<file path="src/logic/rbus_pkg.sv">
// rbus shared definitions
// word and frame types, class flags, counters and the scheduler encodings
// for the two-input, two-class packet multiplexer
package rbus_pkg;

    // ----------------------------------------
    // sizes
    // ----------------------------------------
    localparam int WORD_W             = 72;
    localparam int LONG_WORDS         = 8;  // header included
    localparam int SHORT_SLOTS        = 4;  // one word each
    localparam int LONG_SLOTS         = 2;  // LONG_WORDS each
    localparam int DOWN_SHORT_CREDITS = 4;  // receiver short buffer depth
    localparam int DOWN_LONG_CREDITS  = 2;  // receiver long buffer depth
    localparam int HDR_LONG_BIT       = 71; // set in header -> long packet

    // ----------------------------------------
    // bus types
    // ----------------------------------------
    typedef logic [WORD_W-1:0] rbus_word_t;

    // one word on the frame bus
    typedef struct packed {
        logic       stb;  // word valid
        logic       sof;  // first word of packet
        rbus_word_t data;
    } rbus_frm_t;

    // one flag per packet class
    // credit pulses, availability, pop requests
    typedef struct packed {
        logic short_p;
        logic long_p;
    } rbus_class_t;

    typedef logic [2:0] rbus_wcnt_t; // word index in a long packet
    typedef logic [2:0] rbus_cred_t; // credit and slot counts, max 4

    // ----------------------------------------
    // scheduler
    // ----------------------------------------
    // candidates, also the last-grant pointer
    typedef enum logic [1:0] {
        A_SHORT = 2'd0,
        A_LONG  = 2'd1,
        B_SHORT = 2'd2,
        B_LONG  = 2'd3
    } rbus_src_t;

    typedef enum logic {
        S_IDLE = 1'b0, // nothing in flight
        S_SEND = 1'b1  // queue streaming the granted packet
    } sched_state_t;

endpackage

</file>
<file path="src/logic/rbus_class_queue.sv">
// rbus class queue
// stores one input's packets in separate short and long buffers,
// streams a whole packet on pop and returns one upstream credit
// per packet read out; flags framing and overflow violations
module rbus_class_queue (
    input  logic                  clk,
    input  logic                  rst,
    input  rbus_pkg::rbus_frm_t   i_frm,
    output rbus_pkg::rbus_class_t o_cred,
    output rbus_pkg::rbus_class_t o_avail,
    input  rbus_pkg::rbus_class_t i_pop,
    output rbus_pkg::rbus_frm_t   o_word,
    output logic                  o_err
);
    import rbus_pkg::*;

    typedef logic [$clog2(SHORT_SLOTS)-1:0] sptr_t;
    typedef logic [$clog2(LONG_SLOTS)-1:0]  lptr_t;

    // ----------------------------------------
    // storage and state
    // ----------------------------------------
    rbus_word_t  s_mem [SHORT_SLOTS];
    rbus_word_t  l_mem [LONG_SLOTS][LONG_WORDS];

    sptr_t       s_wr;
    sptr_t       s_rd;
    lptr_t       l_wr;
    lptr_t       l_rd;
    rbus_cred_t  s_cnt;   // complete short packets not yet popped
    rbus_cred_t  l_cnt;   // complete long packets not yet popped
    rbus_cred_t  s_used;  // slots held until credit goes back
    rbus_cred_t  l_used;

    logic        w_busy;  // long packet being written
    logic        w_drop;  // ... into a full buffer, body discarded
    rbus_wcnt_t  w_idx;   // next body word index

    logic        r_long;  // long readout in progress
    rbus_wcnt_t  r_idx;   // next word to read
    rbus_class_t w_last;  // o_word holds a packet's last word

    // write side decode
    logic        hdr;
    logic        body;
    logic        hdr_long;
    logic        s_full;
    logic        l_full;
    logic        w_end;
    logic        s_wr_en;
    logic        l_wr_en;
    logic        l_wr_done;
    rbus_wcnt_t  l_wr_idx;
    logic        r_end;
    logic        err_now;

    assign hdr       = i_frm.stb & i_frm.sof;
    assign body      = i_frm.stb & ~i_frm.sof;
    assign hdr_long  = i_frm.data[HDR_LONG_BIT];
    assign s_full    = (s_used == rbus_cred_t'(SHORT_SLOTS));
    assign l_full    = (l_used == rbus_cred_t'(LONG_SLOTS));
    assign w_end     = body & w_busy & (w_idx == rbus_wcnt_t'(LONG_WORDS - 1));
    assign s_wr_en   = hdr & ~hdr_long & ~s_full;
    assign l_wr_en   = (hdr & hdr_long & ~l_full) | (body & w_busy & ~w_drop);
    assign l_wr_done = w_end & ~w_drop;                  // packet now complete
    assign l_wr_idx  = hdr ? '0 : w_idx;                 // header always word 0
    assign r_end     = r_long & (r_idx == rbus_wcnt_t'(LONG_WORDS - 1));

    // protocol violations
    assign err_now = (hdr & w_busy)                // long packet cut short
                   | (hdr & hdr_long & l_full)     // no long slot left
                   | (hdr & ~hdr_long & s_full)    // no short slot left
                   | (body & ~w_busy)              // body word outside a packet
                   | (i_frm.sof & ~i_frm.stb);     // sof without strobe

    assign o_avail.short_p = (s_cnt != '0);
    assign o_avail.long_p  = (l_cnt != '0);

    // ----------------------------------------
    // buffers
    // ----------------------------------------
    always_ff @(posedge clk)
    begin
        if (s_wr_en)
        begin
            s_mem[s_wr] <= i_frm.data;
        end
        if (l_wr_en)
        begin
            l_mem[l_wr][l_wr_idx] <= i_frm.data;
        end
    end

    // write control
    always_ff @(posedge clk or posedge rst)
    begin
        if (rst)
        begin
            w_busy <= 1'b0;
            w_drop <= 1'b0;
            w_idx  <= '0;
            s_wr   <= '0;
            l_wr   <= '0;
        end
        else
        begin
            if (hdr & hdr_long)
            begin
                w_busy <= 1'b1;            // restarts an unfinished packet too
                w_drop <= l_full;
                w_idx  <= rbus_wcnt_t'(1);
            end
            else if (hdr)
            begin
                w_busy <= 1'b0;            // short header ends a broken long one
            end
            else if (body & w_busy)
            begin
                w_idx <= w_idx + 1'b1;
                if (w_end)
                begin
                    w_busy <= 1'b0;
                end
            end
            if (s_wr_en)
            begin
                s_wr <= (s_wr == sptr_t'(SHORT_SLOTS - 1)) ? '0 : s_wr + 1'b1;
            end
            if (l_wr_done)
            begin
                l_wr <= (l_wr == lptr_t'(LONG_SLOTS - 1)) ? '0 : l_wr + 1'b1;
            end
        end
    end

    // ----------------------------------------
    // readout and credit return
    // ----------------------------------------
    always_ff @(posedge clk or posedge rst)
    begin
        if (rst)
        begin
            s_rd   <= '0;
            l_rd   <= '0;
            r_long <= 1'b0;
            r_idx  <= '0;
            o_word <= '0;
            w_last <= '0;
            o_cred <= '0;
        end
        else
        begin
            o_cred         <= w_last;        // one cycle after the last word
            w_last.short_p <= i_pop.short_p; // short packet is its own last word
            w_last.long_p  <= r_end;
            if (i_pop.short_p)
            begin
                o_word <= '{stb: 1'b1, sof: 1'b1, data: s_mem[s_rd]};
                s_rd   <= (s_rd == sptr_t'(SHORT_SLOTS - 1)) ? '0 : s_rd + 1'b1;
            end
            else if (i_pop.long_p)
            begin
                o_word <= '{stb: 1'b1, sof: 1'b1, data: l_mem[l_rd][0]};
                r_long <= 1'b1;
                r_idx  <= rbus_wcnt_t'(1);
            end
            else if (r_long)
            begin
                o_word <= '{stb: 1'b1, sof: 1'b0, data: l_mem[l_rd][r_idx]};
                r_idx  <= r_idx + 1'b1;
                if (r_end)
                begin
                    r_long <= 1'b0;
                    l_rd   <= (l_rd == lptr_t'(LONG_SLOTS - 1)) ? '0 : l_rd + 1'b1;
                end
            end
            else
            begin
                o_word.stb <= 1'b0;            // data left as is
            end
        end
    end

    // packet and slot counters, error pulse
    always_ff @(posedge clk or posedge rst)
    begin
        if (rst)
        begin
            s_cnt  <= '0;
            l_cnt  <= '0;
            s_used <= '0;
            l_used <= '0;
            o_err  <= 1'b0;
        end
        else
        begin
            s_cnt  <= s_cnt + rbus_cred_t'(s_wr_en) - rbus_cred_t'(i_pop.short_p);
            l_cnt  <= l_cnt + rbus_cred_t'(l_wr_done) - rbus_cred_t'(i_pop.long_p);
            s_used <= s_used + rbus_cred_t'(s_wr_en) - rbus_cred_t'(w_last.short_p);
            l_used <= l_used + rbus_cred_t'(l_wr_done) - rbus_cred_t'(w_last.long_p);
            o_err  <= err_now;
        end
    end

endmodule

</file>
<file path="src/logic/rbus_sched.sv">
// rbus scheduler
// grants one complete packet at a time out of the four class buffers
// in rotating priority, tracks downstream credits per class and
// registers the selected queue word onto the output frame
module rbus_sched (
    input  logic                  clk,
    input  logic                  rst,
    input  rbus_pkg::rbus_class_t i_avail_a,
    input  rbus_pkg::rbus_class_t i_avail_b,
    output rbus_pkg::rbus_class_t o_pop_a,
    output rbus_pkg::rbus_class_t o_pop_b,
    input  rbus_pkg::rbus_frm_t   i_word_a,
    input  rbus_pkg::rbus_frm_t   i_word_b,
    input  rbus_pkg::rbus_class_t i_cred,
    output rbus_pkg::rbus_frm_t   o_frm
);
    import rbus_pkg::*;

    // ----------------------------------------
    // state
    // ----------------------------------------
    sched_state_t state;
    rbus_src_t    ptr;        // last grant, also the packet in flight
    rbus_wcnt_t   wcnt;       // word of the current packet leaving its queue
    rbus_cred_t   cred_s;     // downstream short credits
    rbus_cred_t   cred_l;     // downstream long credits

    rbus_src_t    sel;        // winner of this cycle's arbitration
    logic [3:0]   elig;       // indexed by rbus_src_t
    logic         found;
    logic         cur_long;
    logic         cur_b;
    logic         cur_last;
    logic         can_grant;
    logic         grant;
    logic         grant_s;
    logic         grant_l;

    // candidate at position idx of the order that follows a grant of last
    function automatic rbus_src_t pri_at(input rbus_src_t last, input int unsigned idx);
        rbus_src_t ord [4];
        case (last)
            A_SHORT: ord = '{A_LONG, B_LONG, A_SHORT, B_SHORT};
            A_LONG:  ord = '{B_SHORT, A_SHORT, B_LONG, A_LONG};
            B_SHORT: ord = '{B_LONG, A_LONG, B_SHORT, A_SHORT};
            default: ord = '{A_SHORT, B_SHORT, A_LONG, B_LONG}; // after B_LONG
        endcase
        return ord[idx];
    endfunction

    // ----------------------------------------
    // arbitration
    // ----------------------------------------
    // packet stored and receiver has room
    assign elig[A_SHORT] = i_avail_a.short_p & (cred_s != '0);
    assign elig[A_LONG]  = i_avail_a.long_p  & (cred_l != '0);
    assign elig[B_SHORT] = i_avail_b.short_p & (cred_s != '0);
    assign elig[B_LONG]  = i_avail_b.long_p  & (cred_l != '0);

    always_comb
    begin
        sel   = A_SHORT;
        found = 1'b0;
        for (int unsigned i = 0; i < 4; i++)
        begin
            if (!found && elig[pri_at(ptr, i)])
            begin
                sel   = pri_at(ptr, i);
                found = 1'b1;
            end
        end
    end

    assign cur_long  = (ptr == A_LONG) | (ptr == B_LONG);
    assign cur_b     = (ptr == B_SHORT) | (ptr == B_LONG);
    // last word of the packet is on the queue output now
    assign cur_last  = (state == S_SEND)
                     & (~cur_long | (wcnt == rbus_wcnt_t'(LONG_WORDS - 1)));
    assign can_grant = (state == S_IDLE) | cur_last; // overlap with the tail
    assign grant     = can_grant & found;
    assign grant_s   = grant & ((sel == A_SHORT) | (sel == B_SHORT));
    assign grant_l   = grant & ((sel == A_LONG) | (sel == B_LONG));

    // one-cycle pop towards the granted queue
    assign o_pop_a.short_p = grant & (sel == A_SHORT);
    assign o_pop_a.long_p  = grant & (sel == A_LONG);
    assign o_pop_b.short_p = grant & (sel == B_SHORT);
    assign o_pop_b.long_p  = grant & (sel == B_LONG);

    // ----------------------------------------
    // FSM and word counter
    // ----------------------------------------
    always_ff @(posedge clk or posedge rst)
    begin
        if (rst)
        begin
            state <= S_IDLE;
            ptr   <= A_SHORT;
            wcnt  <= '0;
        end
        else if (grant)
        begin
            state <= S_SEND;
            ptr   <= sel;     // rotates the priority
            wcnt  <= '0;
        end
        else if (cur_last)
        begin
            state <= S_IDLE;  // nothing eligible behind it
        end
        else if (state == S_SEND)
        begin
            wcnt <= wcnt + 1'b1;
        end
    end

    // downstream credits, grant and return in one cycle cancel
    always_ff @(posedge clk or posedge rst)
    begin
        if (rst)
        begin
            cred_s <= rbus_cred_t'(DOWN_SHORT_CREDITS);
            cred_l <= rbus_cred_t'(DOWN_LONG_CREDITS);
        end
        else
        begin
            cred_s <= cred_s - rbus_cred_t'(grant_s) + rbus_cred_t'(i_cred.short_p);
            cred_l <= cred_l - rbus_cred_t'(grant_l) + rbus_cred_t'(i_cred.long_p);
        end
    end

    // ----------------------------------------
    // output register
    // ----------------------------------------
    always_ff @(posedge clk or posedge rst)
    begin
        if (rst)
        begin
            o_frm <= '0;
        end
        else if (state == S_SEND)
        begin
            o_frm <= cur_b ? i_word_b : i_word_a; // queue word one cycle later
        end
        else
        begin
            o_frm.stb <= 1'b0;                    // data don't care when idle
        end
    end

endmodule

</file>
<file path="src/logic/rbus_mux2to1ch.sv">
// rbus two-input packet multiplexer
// two class queues feed one rotating-priority scheduler;
// credit flow control on both sides and a sticky error flag
module rbus_mux2to1ch (
    input  logic                  clk,
    input  logic                  rst,
    input  rbus_pkg::rbus_frm_t   i_frm_a,
    input  rbus_pkg::rbus_frm_t   i_frm_b,
    output rbus_pkg::rbus_class_t o_cred_a,
    output rbus_pkg::rbus_class_t o_cred_b,
    output rbus_pkg::rbus_frm_t   o_frm,
    input  rbus_pkg::rbus_class_t i_cred,
    output logic                  o_err
);
    import rbus_pkg::*;

    // queue <-> scheduler
    rbus_class_t avail_a;
    rbus_class_t avail_b;
    rbus_class_t pop_a;
    rbus_class_t pop_b;
    rbus_frm_t   word_a;
    rbus_frm_t   word_b;
    logic        err_a;   // one-cycle violation pulses
    logic        err_b;

    // ----------------------------------------
    // input queues
    // ----------------------------------------
    rbus_class_queue u_queue_a (
        .clk     (clk),
        .rst     (rst),
        .i_frm   (i_frm_a),
        .o_cred  (o_cred_a),
        .o_avail (avail_a),
        .i_pop   (pop_a),
        .o_word  (word_a),
        .o_err   (err_a)
    );

    rbus_class_queue u_queue_b (
        .clk     (clk),
        .rst     (rst),
        .i_frm   (i_frm_b),
        .o_cred  (o_cred_b),
        .o_avail (avail_b),
        .i_pop   (pop_b),
        .o_word  (word_b),
        .o_err   (err_b)
    );

    // ----------------------------------------
    // scheduler and output
    // ----------------------------------------
    rbus_sched u_sched (
        .clk       (clk),
        .rst       (rst),
        .i_avail_a (avail_a),
        .i_avail_b (avail_b),
        .o_pop_a   (pop_a),
        .o_pop_b   (pop_b),
        .i_word_a  (word_a),
        .i_word_b  (word_b),
        .i_cred    (i_cred),
        .o_frm     (o_frm)
    );

    // sticky error, cleared only by reset
    always_ff @(posedge clk or posedge rst)
    begin
        if (rst)
        begin
            o_err <= 1'b0;
        end
        else if (err_a | err_b)
        begin
            o_err <= 1'b1;
        end
    end

endmodule

</file>
<file path="config.mk">
export PLATFORM = sky130hd
export DESIGN_NAME = rbus_mux2to1ch
export DESIGN_NICKNAME = d
export VERILOG_FILES = /design/src/logic/rbus_pkg.sv /design/src/logic/rbus_class_queue.sv /design/src/logic/rbus_sched.sv /design/src/logic/rbus_mux2to1ch.sv
export SDC_FILE = /design/constraint.sdc
export NUM_CORES = 2
export LEC_CHECK = 0
export BUFFER_PORTS_ARGS = -buffer_cell sky130_fd_sc_hd__buf_4
export CAP_MARGIN = 10
export CELL_PAD_IN_SITES_DETAIL_PLACEMENT = 0
export CELL_PAD_IN_SITES_GLOBAL_PLACEMENT = 2
export CORE_MARGIN = 3
export CORE_UTILIZATION = 30
export DETAILED_ROUTE_END_ITERATION = 8
export GPL_TIMING_DRIVEN = 0
export PLACE_DENSITY = 0.53
export SLEW_MARGIN = 20
export SYNTH_ARGS = -nofsm -noshare
export SYNTH_HDL_FRONTEND = slang
export SYNTH_SLANG_ARGS = --single-unit
</file>
<file path="constraint.sdc">
create_clock -name clk -period 10.8 [get_ports clk]
set_clock_uncertainty 0.2 [all_clocks]
set_input_delay 1.08 -clock clk [delete_from_list [all_inputs] [get_ports clk]]
set_output_delay 1.08 -clock clk [all_outputs]
set_load 0.02 [all_outputs]
</file>
# --- Word level (Yosys, flattened, before mapping) ---
# Memories as Yosys holds them, arrays and structs flattened.
# Cells that the tools add are included.
word_totals:
  register_bits: 299
  mem_bits_rw: 2880
  elab_cells: 326
  mem_count: 4
memory_table:
  columns: ["name", "words", "width", "rd", "rd_ports_with_merged_regs", "write_ports", "line_no", "source"]
  rows:
  - ["u_queue_a.l_mem", 2, 576, 1, 0, 1, "rbus_class_queue.sv:24", "rbus_word_t l_mem [LONG_SLOTS][LONG_WORDS];"]
  - ["u_queue_b.l_mem", 2, 576, 1, 0, 1, "rbus_class_queue.sv:24", null]
  - ["u_queue_a.s_mem", 4, 72, 1, 0, 1, "rbus_class_queue.sv:23", "rbus_word_t s_mem [SHORT_SLOTS];"]
  - ["u_queue_b.s_mem", 4, 72, 1, 0, 1, "rbus_class_queue.sv:23", null]
op_classes:
  n_addsub: 33
  n_lt_le_gt_ge: 10
  eq_ne: 22
  muxes: 84
  bitwise_logic: 85
  n_reduce_logical: 37
op_table:
  columns: ["cell", "n"]
  rows:
  - ["$mux 576", 2]
  - ["$bmux 72 s3", 2]
  - ["$demux 72 s3", 2]
  - ["$mux 72", 6]
  - ["$mux 74", 5]
  - ["$mux 73", 2]
  - ["$mux 3", 15]
  - ["$and 1x1->1", 44]
  - ["$mux 1", 37]
  - ["$reduce_bool 3->1", 12]
  - ["$add 3x1->3", 10]
  - ["$sub 3x1->3", 10]
  - ["$pmux 8 s3", 1]
  - ["$eq 3x3->1 const B", 7]
  - ["$not 1->1", 20]
  - ["$or 1x1->1", 17]
  - ["$eq 2x2->1 const B", 8]
  - ["$ge 4x4->1 const B", 4]
  - ["$mux 2", 8]
  - ["$not 3->4", 4]
  - ["$add 3x1->3 const B", 5]
  - ["$reduce_and 2->1", 7]
  - ["$lt 2x3->1 const B", 4]
  - ["$reduce_bool 2->1", 6]
  - ["11 further kinds", 33]

# --- Longest topological paths before layout ---
logic_depth:
  ltp_word: 19
  mapped_depth: 17
  ltp_nobuf: 15

# --- Modules after synthesis ---
# Synthesis repeated with hierarchy kept, for this count alone.
unflattened:
  hier_cells: 6168
  hier_area_um2: 124884.8
modules_own_cells:
  columns: ["module", "n_inst", "cells_per_inst", "area_each_um2", "seq_area_each_um2"]
  rows:
  - ["rbus_class_queue at u_queue_a", 1, 3041, 60865.9, 45894.0]
  - ["rbus_class_queue at u_queue_b", 1, 2712, 59732.3, 45894.0]
  - ["rbus_sched", 1, 412, 4251.6, 2154.6]
  - ["rbus_mux2to1ch", 1, 3, 35.0, 25.0]

# --- Worst setup path before layout ---
# No wires, ideal clock.
synth_path:
  path_type: "in2reg"
  from: "input port i_frm_a[73] (netlist name)"
  to: "memory u_queue_a.l_mem[0][432] (netlist name), enable pin"
  setup_ps: 706
  t_arrival_ps: 9147
  slack_ps: 748
  path_stages: 4
  path_buffers: 1
  path_cell_list: "clkbuf_1 nand2_1 nor4_1 nor4b_1"
synth_between:
  elab_chain_len: 8
  elab_cells_between_ends: 16
  cone_classes: "order compare (2); mux (5); bitwise (8); reduce/logical (1)"
synth_lines:
  columns: ["element", "line_no", "source"]
  rows:
  - ["from (decl)", "rbus_mux2to1ch.sv:7", "input rbus_pkg::rbus_frm_t i_frm_a,"]
  - ["$and 1x1->1", "rbus_class_queue.sv:57", "assign hdr = i_frm.stb & i_frm.sof;"]
  - ["$mux 3", "rbus_class_queue.sv:66", "assign l_wr_idx = hdr ? '0 : w_idx;"]
  - ["$not 3->4 (implied by the code)", "rbus_class_queue.sv:90", "l_mem[l_wr][l_wr_idx] <= i_frm.data;"]
  - ["$ge 4x4->1 (implied by the code) or $lt 4x1->1 (tied branches)", "rbus_class_queue.sv:90", null]
  - ["$logic_and 1x1->1 (implied by the code)", "rbus_class_queue.sv:90", null]
  - ["$mux 72 (implied by the code)", "rbus_class_queue.sv:90", null]
  - ["$demux 72 s3", "rbus_class_queue.sv:90", null]
  - ["$mux 576 (implied by the code) (*)", "rbus_class_queue.sv:90", null]
  - ["to (decl)", "rbus_class_queue.sv:24", null]
# Mark *: on every way between the ends. The rest lies on a longest branch, timed or not.

# --- Final worst setup path ---
layout_path:
  from: "register u_queue_a.l_cnt[1]"
  to: "register u_queue_b.l_cnt[2]"
layout_between:
  elab_chain_len: 17
  elab_cells_between_ends: 28
  cone_classes: "add/sub (1); eq/ne (1); mux (16); bitwise (3); reduce/logical (7)"
layout_lines:
  columns: ["element", "line_no", "source"]
  rows:
  - ["from (decl)", "rbus_class_queue.sv:31", "rbus_cred_t l_cnt;"]
  - ["from (signal assigned)", "rbus_class_queue.sv:198", "l_cnt <= l_cnt + rbus_cred_t'(l_wr_done) - rbus_cred_t'(i_pop.long_p);"]
  - ["$reduce_bool 3->1 (*)", "rbus_class_queue.sv:77", "assign o_avail.long_p = (l_cnt != '0);"]
  - ["$and 1x1->1 (*)", "rbus_sched.sv:56", "assign elig[A_LONG] = i_avail_a.long_p & (cred_l != '0);"]
  - ["$bmux 1 s2", "rbus_sched.sv:66", "if (!found && elig[pri_at(ptr, i)])"]
  - ["$mux 1 (implied by the code)", "rbus_sched.sv:66", null]
  - ["$mux 1", "rbus_sched.sv:66", null]
  - ["$logic_not 1->1", "rbus_sched.sv:66", null]
  - ["$logic_and 1x1->1", "rbus_sched.sv:66", null]
  - ["$mux 1", "rbus_sched.sv:66", null]
  - ["$logic_not 1->1", "rbus_sched.sv:66", null]
  - ["$logic_and 1x1->1", "rbus_sched.sv:66", null]
  - ["$mux 1", "rbus_sched.sv:66", null]
  - ["$logic_not 1->1", "rbus_sched.sv:66", null]
  - ["$logic_and 1x1->1", "rbus_sched.sv:66", null]
  - ["$mux 2 or $mux 1 (tied branches)", "rbus_sched.sv:66", null]
  - ["$eq 2x2->1 or $and 1x1->1 (tied branches)", "rbus_sched.sv:88, rbus_sched.sv:80", null]
  - ["$and 1x1->1 (*)", "rbus_sched.sv:88", "assign o_pop_b.long_p = grant & (sel == B_LONG);"]
  - ["$sub 3x1->3 (*)", "rbus_class_queue.sv:198", null]
  - ["to (signal assigned)", "rbus_class_queue.sv:198", null]
  - ["to (decl)", "rbus_class_queue.sv:31", null]
# Mark *: on every way between the ends. The rest lies on a longest branch, timed or not. The select of a mux whose other input is x is not followed.
# A chain may end at the register's enable or synchronous reset.

==> flow_summary.toml <==
[setup_path]
crit_fanout = 10
critPathLaunch = "u_queue_a.l_cnt[1]"
worst_setup_path_end_kind = "flop"
critPathArrivalTime_ps = 6040
required_ps = 11390
crit_type = "reg2reg"
rr_worst_depth = 13
critPathLaunchType = "flop"
r2r-start = "u_queue_a.l_cnt[1]"

[synth]
synth-seq-cells = 3179
yosysWarnings = 0
yosysTopAreaCell = "edfxtp_1"
synth_fp_nets = 5930
synth_top_area_share_pct = 70.0
synth_top_flop_cell = "edfxtp_1"
async_flop_share_pct = 9.41
synthTopCellsByArea = "edfxtp_1 (70%), mux4_2 (15%), dfrtp_1 (6.0%)"
synthesis.area_um2 = 124000
synth-edff-count = 2880
synth_cells = 5726
synth_commonest_cells = "edfxtp_1 (2880), mux4_2 (819), dfrtp_1 (297)"
post_synth_num_cell_types = 70
ys_seq_area_share_pct = 76.1
syn_avg_cell_area_um2 = 21.6
synth.most_common_cell = "edfxtp_1"

[detailed_routing]
drtPass1Iterations = 6
viasPerCell = 4.94
route.vias.total = 61000
routed_wl_um = 373000
detail-route-antenna-nets = 0
wl_per_cell_um = 30.2
route.detailed.drc = 0
drt_iter0_markers = 4800

[clock_network]
cts_buffer_depth = 4
tritoncts = "built"
cts_setup_buffers = 0
clk_latency_ps = 920
clkSinkCount = 3179
cts.repair.resized = 0
clkTransAtPathRegs_ps = 60
cts_hold_buf = 1
cts_buffers = 360
cts_root_buf = "clkbuf_16"
htreeDepth = 5

[timing]
finalMaxSlewViolations = 0
maxSlewHeadroom_pct = 17.0
tightest_slew_ps = 1240
hold_violations = 0
min_period_ps = 5450
setup_viol = 0
rsz0062_at_grt = "false"
fin_ws_ps = 5350
fmax_ghz = 0.183
timing.final.crit_share_pct = 50.5

[die]
fp.dieW_um = 648
rows = 235
die_h_um = 648
start_util_pct = 30.1
core_um2 = 410000
pin_count = 231
die-area_um2 = 420000

[power_and_ir_drop]
peakVddDrop_mv = 0.131
p_leak_nw = 48.8
powerDensity_nw_per_um2 = 282
p_total_w = 0.0418

[layout]
area_growth_pct = 19.7
fillCellCount = 38000
multi_input_area_um2 = 28000
fin_util_pct = 36.1
nNetsFinal = 6794
drive_above_1_share_pct = 30.2
register_area_um2 = 94000

[place]
port_buffers = 227
place_congestion = 0.812
dp_hpwl_um = 267000
place_worst_setup_slack_ps = 5340

[hold_path]
hp-start = "u_queue_b.w_last[0]"
min_path_cells = 0
hold_class = "reg2reg"

[global_route]
grt_use_met3_pct = 2.62
top_usage_layer = "met2"
grt_pass1_wl_um = 521000
grt_overflow = 0
grt_max_degree = 91
antenna_found_initial = 67
grtUsageMet2_pct = 30.9
grtUsageTotal_pct = 17.6
met1_usage_pct = 22.5
first_global_vias = 64400

[run]
cap_viol_max_count = 0

[outcome]
status = "finished clean"
path summary, 6_finish.rpt:
kind	slack (ps)	end
min in group asynchronous	420	o_err
min	190	u_queue_b.o_cred[0]
min reg2reg	190	u_queue_b.o_cred[0]
max	5350	u_queue_b.l_cnt[2]
max reg2reg	5350	u_queue_b.l_cnt[2]
max in group asynchronous	8450	u_queue_b.o_word[53]
metal layers:
metal  up-vias  routed length (um)
met4        26               12000
met1     33400              154000
li1      25700                   -
met2      1434              191000
met3       526               16200
met5         -                 178
logic make-up (layout without fill, tap and decap cells):
| family | Yosys count | count (layout) | synth area share, % |
|---|---|---|---|
| simple gates | 394 | 394 | 1.47 |
| flops | 3179 | 3179 | 76.1 |
| fa+ha+maj | 52 | 52 | 0.587 |
| compound gates | 507 | 507 | 2.78 |
| buf+inv | 447 | 1602 | 1.54 |
| mux | 1121 | 1121 | 17.4 |
| other cells | 0 | 16 | 0 |
| xor+xnor | 26 | 26 | 0.184 |
power breakdown:
group / internal (W) / switching, W / total (W) / leakage, nW
clock network: 0.00707 / 0.00492 / 0.0120 / 5.66
registers: 0.0144 / 0.00105 / 0.0155 / 29.5
logic: 0.00575 / 0.00852 / 0.0143 / 13.7
cell type report:
type                       instances  share of cell area [%]
clock inverter                   172                    1.16
clock buffer                     481                    6.63
multi-input combinational       2100                    18.9
inverter                         124                   0.322
sequential                      3179                    63.6
tap                             5451                    4.61
buffer                           323                   0.996
antenna                           16                  0.0271
timing repair buffer             502                    3.79
worst max-delay path, cell delays in order, from the launching register on:
cell and delay (ps):
dfrtp_1 430, nor3_2 630, a21oi_1 340, o221ai_2 650, and3b_1 250, clkbuf_2 270
nand2_2 540, buf_2 520, inv_1 330, ha_1 370, inv_1 40, ha_1 180
fa_1 400, xnor2_1 130
state kept, by name (all words and copies together), names as in the netlist, 74 cells and up:
| register | cells |
|---|---|
| u_queue_b.s_mem | 288 |
| u_queue_a.l_mem | 1152 |
| u_queue_b.l_mem | 1152 |
| u_sched.o_frm | 74 |
| u_queue_a.o_word | 74 |
| u_queue_a.s_mem | 288 |
| u_queue_b.o_word | 74 |
metrics by stage:
stage,TNS [ps],instance area [um^2],instances,hold slack (ps)
after floorplan,0,124000,5726,160
after global placement,-6357290,132000,11400,192
after detailed placement,0,136000,11700,180
after CTS,0,148000,12300,107
after global routing,0,148000,12300,155
final,0,148000,12300,191
cells in the final DEF (no fill, tap or decap), types with 9 or more instances in the layout:
| master | Yosys | layout |
|---|---|---|
| nand2_1 | 82 | 82 |
| dfrtp_1 | 297 | 297 |
| buf_2 | 106 | 143 |
| edfxtp_1 | 2880 | 2880 |
| mux4_2 | 819 | 819 |
| inv_6 | 0 | 11 |
| clkinv_2 | 0 | 68 |
| clkinv_1 | 2 | 48 |
| mux2i_1 | 286 | 286 |
| diode_2 | 0 | 16 |
| mux2_2 | 16 | 16 |
| a21oi_1 | 166 | 164 |
| and2_1 | 26 | 18 |
| buf_6 | 6 | 23 |
| ha_1 | 42 | 42 |
| clkbuf_16 | 0 | 365 |
| bufinv_16 | 0 | 29 |
| o21ai_0 | 32 | 32 |
| o22ai_1 | 95 | 95 |
| nor2b_1 | 9 | 9 |
| buf_12 | 0 | 66 |
| nor3_2 | 3 | 12 |
| buf_16 | 0 | 50 |
| a311oi_1 | 19 | 19 |
| clkbuf_1 | 182 | 244 |
| xnor2_1 | 22 | 22 |
| clkbuf_2 | 1 | 31 |
| a221o_1 | 58 | 58 |
| buf_4 | 10 | 344 |
| fa_1 | 10 | 10 |
| buf_1 | 18 | 13 |
| nor2_1 | 190 | 168 |
| o22a_1 | 24 | 24 |
| nand3_1 | 13 | 13 |
| and3_1 | 24 | 24 |
| inv_1 | 120 | 119 |
| clkbuf_8 | 0 | 24 |
| nor2_4 | 0 | 21 |
| a211oi_1 | 59 | 58 |
(Power assumes the default switching activity.)
